`src/hdl/lc_pkg.sv`:
```
// --------------------
// Lifecycle package
// Compact lifecycle codes, the enable code and fuse-side structs
// --------------------

package lc_pkg;

  // --------------------
  // Lifecycle state code
  // Codes 21 to 31 are invalid
  typedef enum logic [4:0] {
    lc_st_raw            = 5'd0,
    lc_st_test_unlocked0 = 5'd1,
    lc_st_test_unlocked1 = 5'd2,
    lc_st_test_unlocked2 = 5'd3,
    lc_st_test_unlocked3 = 5'd4,
    lc_st_test_unlocked4 = 5'd5,
    lc_st_test_unlocked5 = 5'd6,
    lc_st_test_unlocked6 = 5'd7,
    lc_st_test_unlocked7 = 5'd8,
    lc_st_test_locked0   = 5'd9,
    lc_st_test_locked1   = 5'd10,
    lc_st_test_locked2   = 5'd11,
    lc_st_test_locked3   = 5'd12,
    lc_st_test_locked4   = 5'd13,
    lc_st_test_locked5   = 5'd14,
    lc_st_test_locked6   = 5'd15,
    lc_st_dev            = 5'd16,
    lc_st_prod           = 5'd17,
    lc_st_prod_end       = 5'd18,
    lc_st_rma            = 5'd19,
    lc_st_scrap          = 5'd20
  } lc_state_e;

  // Multi-bit enable, anything but on counts as off
  typedef enum logic [3:0] {
    lc_tx_on  = 4'b0101,
    lc_tx_off = 4'b1010
  } lc_tx_e;

  // Fuse controller report of the stored state
  typedef struct packed {
    logic      valid;
    lc_state_e state;
  } otp_lc_data_t;

  // Program request from the lifecycle controller
  typedef struct packed {
    logic      req;
    lc_state_e state;
  } lc_otp_prog_t;

endpackage

```
`src/hdl/sec_pkg.sv`:
```
// --------------------
// Security state package
// Security state types, translator states and the decoded request
// --------------------

package sec_pkg;

  // Device lifecycle kind seen by the core
  typedef enum logic [1:0] {
    dev_unprovisioned = 2'b00,
    dev_manufacturing = 2'b01,
    dev_production    = 2'b11
  } device_lifecycle_e;

  typedef struct packed {
    device_lifecycle_e device_lifecycle;
    logic              debug_locked;
  } security_state_t;

  // Locked production, used on reset, invalid data and faults
  localparam security_state_t sec_default_c = '{
    device_lifecycle: dev_production,
    debug_locked:     1'b1
  };

  // --------------------
  // Lifecycle class, zero is the safe non-debug class
  typedef enum logic [2:0] {
    cls_non_debug = 3'd0,
    cls_unprov    = 3'd1,
    cls_manuf     = 3'd2,
    cls_prod      = 3'd3,
    cls_rma       = 3'd4,
    cls_unknown   = 3'd5
  } lc_class_e;

  typedef enum logic [2:0] {
    trans_reset, trans_idle, trans_non_debug, trans_unprov_debug,
    trans_manuf_non_debug, trans_manuf_debug, trans_prod_non_debug, trans_prod_debug
  } trans_state_e;

  // Decoded request, all zero means nothing unlocked
  typedef struct packed {
    lc_class_e lc_class;
    logic      scrap_req;
    logic      scrap_static;
    logic      dft_req;
    logic      hw_dbg_req;
    logic      prod_unlock;
    logic      manuf_en;
    logic      volatile_unlock;
    logic      state_error;
    logic      warm_warn;
  } lc_req_t;

endpackage

```
`src/hdl/lc_decode.sv`:
```
// --------------------
// Lifecycle decoder
// Classifies the fuse state and evaluates the debug unlock masks
// --------------------

`timescale 1ns/1ps

module lc_decode
  import lc_pkg::*;
  import sec_pkg::*;
#(
  parameter int unsigned DbgLevels = 64
) (
  input  otp_lc_data_t         otp_data_i,
  input  lc_otp_prog_t         lc_prog_i,
  input  lc_tx_e               lc_dft_en_i,
  input  lc_tx_e               lc_hw_debug_en_i,
  input  logic                 manuf_dbg_en_i,
  input  logic                 volatile_unlock_i,
  input  logic                 state_error_i,
  input  logic                 warm_reset_warn_i,
  input  logic [DbgLevels-1:0] unlock_level_i,
  input  logic [DbgLevels-1:0] dft_mask_i,
  input  logic [DbgLevels-1:0] dbg_mask_i,
  input  logic [DbgLevels-1:0] cltap_mask_i,
  output lc_req_t              req_o
);

  lc_state_e fuse_state;
  lc_class_e fuse_class;
  lc_req_t   req;

  assign fuse_state = otp_data_i.state;

  // --------------------
  // State classification
  always_comb begin
    if (fuse_state inside {lc_st_raw, [lc_st_test_locked0:lc_st_test_locked6], lc_st_scrap}) begin
      // Scrap is kept locked here and flagged on its own below
      fuse_class = cls_non_debug;
    end else if (fuse_state inside {[lc_st_test_unlocked0:lc_st_test_unlocked7]}) begin
      fuse_class = cls_unprov;
    end else if (fuse_state == lc_st_dev) begin
      fuse_class = cls_manuf;
    end else if (fuse_state inside {lc_st_prod, lc_st_prod_end}) begin
      fuse_class = cls_prod;
    end else if (fuse_state == lc_st_rma) begin
      fuse_class = cls_rma;
    end else begin
      // Codes above scrap
      fuse_class = cls_unknown;
    end
  end

  // --------------------
  // Request terms
  always_comb begin
    req.lc_class        = fuse_class;
    req.scrap_req       = lc_prog_i.req && (lc_prog_i.state == lc_st_scrap);
    req.scrap_static    = (fuse_state == lc_st_scrap);
    // Manufacturing unlock only has one level, mapped to mask bit 0
    req.dft_req         = (lc_dft_en_i == lc_tx_on)
                        | (|(unlock_level_i & dft_mask_i))
                        | (manuf_dbg_en_i & dft_mask_i[0]);
    req.hw_dbg_req      = (lc_hw_debug_en_i == lc_tx_on)
                        | (|(unlock_level_i & cltap_mask_i));
    req.prod_unlock     = |(unlock_level_i & dbg_mask_i);
    req.manuf_en        = manuf_dbg_en_i;
    req.volatile_unlock = volatile_unlock_i;
    req.state_error     = state_error_i;
    req.warm_warn       = warm_reset_warn_i;
  end

  // Nothing leaves the decoder while the fuse data is not valid
  assign req_o = otp_data_i.valid ? req : '0;

endmodule

```
`src/hdl/lc_snapshot.sv`:
```
// --------------------
// Request snapshot
// Registers the decoded request and fuse state while data is valid
// --------------------

`timescale 1ns/1ps

module lc_snapshot
  import lc_pkg::*;
  import sec_pkg::*;
(
  input  logic      clk_i,
  input  logic      rst_ni,
  input  logic      valid_i,
  input  lc_state_e state_i,
  input  lc_req_t   req_i,
  output logic      valid_o,
  output lc_state_e state_o,
  output lc_req_t   req_o
);

  logic      valid_q;
  lc_state_e state_q;
  lc_req_t   req_q;

  // --------------------
  // Capture register
  always_ff @(posedge clk_i or negedge rst_ni) begin
    if (!rst_ni) begin
      valid_q <= 1'b0;
      state_q <= lc_st_raw;
      req_q   <= '0;
    end else begin
      valid_q <= valid_i;
      if (valid_i) begin
        state_q <= state_i;
        req_q   <= req_i;
      end else begin
        // Drop any unlock left over from the last valid cycle
        state_q <= lc_st_raw;
        req_q   <= '0;
      end
    end
  end

  assign valid_o = valid_q;
  assign state_o = state_q;
  assign req_o   = req_q;

endmodule

```
`src/hdl/sec_translator.sv`:
```
// --------------------
// Security state translator
// FSM from lifecycle class to security state, plus the SoC enables
// --------------------

`timescale 1ns/1ps

module sec_translator
  import sec_pkg::*;
(
  input  logic            clk_i,
  input  logic            rst_ni,
  input  logic            valid_i,
  input  lc_req_t         req_i,
  output security_state_t security_state_o,
  output logic            dft_en_o,
  output logic            hw_debug_en_o
);

  trans_state_e    state_q;
  trans_state_e    state_d;
  security_state_t sec_d;
  logic            kill;

  // Scrap request or state error pulls every state back to non-debug
  assign kill = req_i.scrap_req | req_i.state_error;

  // --------------------
  // Next state
  always_comb begin
    state_d = state_q;
    case (state_q)
      trans_reset: begin
        // Register only advances while valid, so this is the first valid edge
        state_d = trans_idle;
      end
      trans_idle: begin
        if (kill || req_i.scrap_static) begin
          state_d = trans_non_debug;
        end else begin
          case (req_i.lc_class)
            cls_non_debug: state_d = trans_non_debug;
            cls_unprov:    state_d = trans_unprov_debug;
            cls_manuf:     state_d = trans_manuf_non_debug;
            cls_prod:      state_d = trans_prod_non_debug;
            cls_rma:       state_d = trans_prod_debug;
            // Invalid codes wait in idle with the locked default
            default:       state_d = trans_idle;
          endcase
        end
      end
      trans_non_debug: begin
        // Volatile raw unlock
        if (req_i.volatile_unlock && !kill) begin
          state_d = trans_unprov_debug;
        end
      end
      trans_manuf_non_debug: begin
        if (kill) begin
          state_d = trans_non_debug;
        end else if (req_i.manuf_en) begin
          state_d = trans_manuf_debug;
        end
      end
      trans_prod_non_debug: begin
        if (kill) begin
          state_d = trans_non_debug;
        end else if (req_i.prod_unlock) begin
          state_d = trans_prod_debug;
        end
      end
      trans_unprov_debug, trans_manuf_debug, trans_prod_debug: begin
        if (kill) begin
          state_d = trans_non_debug;
        end
      end
      default: begin
        state_d = trans_idle;
      end
    endcase
  end

  // --------------------
  // Security value per state
  always_comb begin
    sec_d = sec_default_c;
    // A kill locks the output in the same cycle it moves the state
    if (!kill) begin
      case (state_q)
        trans_unprov_debug: begin
          sec_d = '{device_lifecycle: dev_unprovisioned, debug_locked: 1'b0};
        end
        trans_manuf_non_debug: begin
          sec_d = '{device_lifecycle: dev_manufacturing, debug_locked: 1'b1};
        end
        trans_manuf_debug: begin
          sec_d = '{device_lifecycle: dev_manufacturing, debug_locked: 1'b0};
        end
        trans_prod_debug: begin
          sec_d = '{device_lifecycle: dev_production, debug_locked: 1'b0};
        end
        // Reset, idle, non-debug and prod non-debug stay locked production
        default: begin
          sec_d = sec_default_c;
        end
      endcase
    end
  end

  // --------------------
  // State and output registers
  always_ff @(posedge clk_i or negedge rst_ni) begin
    if (!rst_ni) begin
      state_q          <= trans_reset;
      security_state_o <= sec_default_c;
      dft_en_o         <= 1'b0;
      hw_debug_en_o    <= 1'b0;
    end else if (valid_i) begin
      state_q          <= state_d;
      // Warm reset warning forces the locked value, state is kept
      security_state_o <= req_i.warm_warn ? sec_default_c : sec_d;
      dft_en_o         <= req_i.dft_req & ~req_i.scrap_req;
      hw_debug_en_o    <= req_i.hw_dbg_req & ~req_i.scrap_req;
    end else begin
      state_q          <= trans_reset;
      security_state_o <= sec_default_c;
      dft_en_o         <= 1'b0;
      hw_debug_en_o    <= 1'b0;
    end
  end

endmodule

```
`src/hdl/lc_sec_top.sv`:
```
// --------------------
// Lifecycle to security state top
// Decoder, snapshot register and translator FSM in a chain
// --------------------

`timescale 1ns/1ps

module lc_sec_top
  import lc_pkg::*;
  import sec_pkg::*;
#(
  parameter int unsigned DbgLevels = 64
) (
  input  logic                 clk_i,
  input  logic                 rst_ni,
  input  otp_lc_data_t         otp_data_i,
  input  lc_otp_prog_t         lc_prog_i,
  input  lc_tx_e               lc_dft_en_i,
  input  lc_tx_e               lc_hw_debug_en_i,
  input  logic                 manuf_dbg_en_i,
  input  logic                 volatile_unlock_i,
  input  logic                 state_error_i,
  input  logic                 warm_reset_warn_i,
  input  logic [DbgLevels-1:0] unlock_level_i,
  input  logic [DbgLevels-1:0] dft_mask_i,
  input  logic [DbgLevels-1:0] dbg_mask_i,
  input  logic [DbgLevels-1:0] cltap_mask_i,
  output security_state_t      security_state_o,
  output logic                 soc_dft_en_o,
  output logic                 soc_hw_debug_en_o,
  output logic                 otp_state_valid_o,
  output lc_state_e            lc_state_o
);

  lc_req_t req_d;
  lc_req_t req_q;
  logic    snap_valid;

  // Combinational decode of the raw inputs
  lc_decode #(
    .DbgLevels(DbgLevels)
  ) lc_decode_i (
    .otp_data_i       (otp_data_i),
    .lc_prog_i        (lc_prog_i),
    .lc_dft_en_i      (lc_dft_en_i),
    .lc_hw_debug_en_i (lc_hw_debug_en_i),
    .manuf_dbg_en_i   (manuf_dbg_en_i),
    .volatile_unlock_i(volatile_unlock_i),
    .state_error_i    (state_error_i),
    .warm_reset_warn_i(warm_reset_warn_i),
    .unlock_level_i   (unlock_level_i),
    .dft_mask_i       (dft_mask_i),
    .dbg_mask_i       (dbg_mask_i),
    .cltap_mask_i     (cltap_mask_i),
    .req_o            (req_d)
  );

  // One cycle snapshot, also the static state output
  lc_snapshot lc_snapshot_i (
    .clk_i  (clk_i),
    .rst_ni (rst_ni),
    .valid_i(otp_data_i.valid),
    .state_i(otp_data_i.state),
    .req_i  (req_d),
    .valid_o(snap_valid),
    .state_o(lc_state_o),
    .req_o  (req_q)
  );

  sec_translator sec_translator_i (
    .clk_i           (clk_i),
    .rst_ni          (rst_ni),
    .valid_i         (snap_valid),
    .req_i           (req_q),
    .security_state_o(security_state_o),
    .dft_en_o        (soc_dft_en_o),
    .hw_debug_en_o   (soc_hw_debug_en_o)
  );

  // Valid flag passes straight through
  assign otp_state_valid_o = otp_data_i.valid;

endmodule

```
`config.mk`:
```
export PLATFORM = sky130hd
export DESIGN_NAME = lc_sec_top
export DESIGN_NICKNAME = d
export VERILOG_FILES = /design/src/hdl/lc_pkg.sv /design/src/hdl/sec_pkg.sv /design/src/hdl/lc_decode.sv /design/src/hdl/lc_snapshot.sv /design/src/hdl/sec_translator.sv /design/src/hdl/lc_sec_top.sv
export SDC_FILE = /design/constraint.sdc
export NUM_CORES = 1
export LEC_CHECK = 0
export BUFFER_PORTS_ARGS = -buffer_cell sky130_fd_sc_hd__buf_4
export CAP_MARGIN = 10
export CORE_AREA = 4 4 110 112
export DETAILED_ROUTE_END_ITERATION = 16
export DIE_AREA = 0 0 114 116
export SYNTH_ARGS = -nofsm -noshare
export SYNTH_HDL_FRONTEND = slang
export SYNTH_HIERARCHICAL = 1
export SYNTH_SLANG_ARGS = --single-unit
```
`constraint.sdc`:
```
create_clock -name clk_i -period 1.4 [get_ports clk_i]
set_input_delay 0 -clock clk_i [delete_from_list [all_inputs] [get_ports clk_i]]
set_output_delay 0 -clock clk_i [all_outputs]
set_load 0.1 [all_outputs]
```
==> metrics.csv <==
metric,value,unit
cts-root-buf,clkbuf_16,
track_usage,0.250,
grt_pass1_vias,3837,
fp.dieH,116,um
yosys_warnings,6,
cts_setup_buffers,0,
synthDominantCellAreaShare,0.262,
max_stage_delay,450,ps
crit_arrival,1500,ps
cts_htree_levels,1,
synth_area_leaders,"dfrtp_1 (26%), a22oi_1 (17%), a22o_1 (8.4%)",
worstPathBufferInverterCount,1,
pre_cts_slack,-210,ps
grt_overflow_total,0,
port_buffers,292,
drv_cap,0,
synth_edf_count,0,
core_area,11200,um^2
mostFrequentLayoutCell,buf_4,
fin_crit_sh,0.966,
clock_skew,6.26,ps
clock_latency,260,ps
hpwl,15800,um
final_nets,838,
placed_area,4770,um^2
slew_viol_final,0,
cts.hold.buffers_added,1,
rows,39,
wirelength,17500,um
path_delay_family,compound AO/OA/AOI/OAI gates,
max_slew.worst_pin.slew,548,ps
holdCritPathClass,input port to flop,
yosys_most_used_dff,dfrtp_1,
ant_nets,0,
power_density,619,nW/um^2
synth_area_per_cell,9.46,um^2
cp-start-kind,input port,
cts_tree,done,
die_x,114,um
final_hold_viol_count,0,
clock_path_buffers,2,
path_cells,buf_4 > a22o_1 > a221oi_1 > nand4_1 > nor3_1 > a21boi_1 > and2_2,
die_area,13200,um^2
via_per_inst,5.11,
place_congestion,0.928,
design_area,4860,um^2
cts_buffers,3,
fillers,1139,
initial_core_util,0.196,
syn_inst,232,
yosysUniqueCellTypes,45,
cp_slowest_cell,a221oi_1,
crit_required,1550,ps
critPathMaxFanout,3,
fin_crit,1350,ps
layout_common_cells,"buf_4 (320), a22oi_1 (50), dfrtp_1 (23), a22o_1 (21), nand4_1 (17)",
synth_nets,514,
rsz0062_at_grt,false,
setup_tns,0,ps
outcome,"complete, no violations",
synth_area,2200,um^2
grt_start_max_net_pins,30,
finalSetupViolations,0,
cellLeakagePower,2.42,nW
synth-seq-cells,26,
antenna_found_initial,0,
io_pins,293,
synth-async-reset-ratio,1.00,
ir_worst_vdd,0.000529,V
finish.utilization,0.433,
fin_ws,47.5,ps
dr.pass1.iters,7,
fmax,739,MHz
cp-end-kind,flop,
initialDrtViolationCount,192,
syn_to_final_growth,121,%
finalPower,3.01,mW
dr_total_vias,3570,
seq_area_frac_synth,0.298,
clk_pin_slew,60,ps
cts_sinks,26,
wl_per_cell,25.0,um
drc_errors,0,
slew_headroom,0.635,
grt_pass1_wl,24100,um
antenna-diode-count,0,
synth_top_area_cell,dfrtp_1,
cts_resized,0,
drive_above_1_share,0.634,
critPathKind,input port to flop,
per-layer routing:
layer  wire length (um)  GRT usage  up-vias  part of all wire
met3               1380     0.0527       12             0.079
met5                  0          0        -                 0
met2               8530      0.424      214              0.49
met4                268     0.0459        0             0.015
li1                   -          -     1656                 -
met1               7290      0.332     1688              0.42
synth_stat cells (all sizes together), types with 2 or more instances:
| master | number |
|---|---|
| a22oi | 50 |
| dfrtp | 23 |
| a221oi | 22 |
| a22o | 22 |
| and2 | 21 |
| nand4 | 17 |
| nor2 | 8 |
| nand3 | 7 |
| nand2 | 6 |
| nor3 | 5 |
| a21boi | 4 |
| a21oi | 4 |
| inv | 4 |
| buf | 3 |
| dfstp | 3 |
| nand2b | 3 |
| nor4 | 3 |
| o21ai | 3 |
| and3b | 2 |
| nand4b | 2 |
| nand4bb | 2 |
registers in the layout, indices dropped and copies added (netlist names):
| signal | cells |
|---|---|
| lc_snapshot_i/valid_o | 1 |
| sec_translator_i/dft_en_o | 1 |
| sec_translator_i/security_state_o | 3 |
| sec_translator_i/hw_debug_en_o | 1 |
| lc_snapshot_i/req_o | 12 |
| sec_translator_i/state_q | 3 |
| lc_snapshot_i/state_o | 5 |
where the power goes:
part | internal, mW | switching [mW] | total (mW)
sequential | 0.813 | 0.0647 | 0.878
combinational | 0.831 | 0.671 | 1.50
clock | 0.389 | 0.241 | 0.630
total | 2.03 | 0.977 | 3.01
layout make-up:
cell class                 instances  area, um^2  share of cell area
timing repair buffer             322        2430               0.500
multi-input combinational        199        1500               0.309
sequential                        26         654               0.135
tap                              143         179              0.0368
clock buffer                       4        78.8              0.0162
inverter                           4        15.0             0.00309
cells by family after synthesis:
| group | Yosys count | share of synthesized area |
|---|---|---|
| muxes | 2 | 0.00969 |
| and+or+nand+nor | 82 | 0.231 |
| AOI/OAI and AO/OA | 114 | 0.439 |
| buffers and inverters | 7 | 0.0177 |
| adders and majority gates | 1 | 0.00456 |
| DFF | 26 | 0.298 |
worst paths after layout:
path	start	end	slack (ps)	depth (start not counted)
max	unlock_level_i[41]	lc_snapshot_i/req_o[4]	50	7
min	otp_data_i[4]	lc_snapshot_i/state_o[4]	10	2
max reg2reg	lc_snapshot_i/req_o[8]	sec_translator_i/state_q[0]	120	4
min reg2reg	lc_snapshot_i/req_o[0]	sec_translator_i/security_state_o[1]	480	2
max in group asynchronous	rst_ni	sec_translator_i/security_state_o[1]	910	2
min in group asynchronous	rst_ni	lc_snapshot_i/req_o[1]	190	2
through the flow:
step	hold WS [ps]	cells
after floorplan	-296	232
after CTS	4.76	698
final	10.8	698
after global placement	-69.0	693
after global routing	7.27	698
after detailed placement	-73.4	693
(Power assumes the default switching activity.)
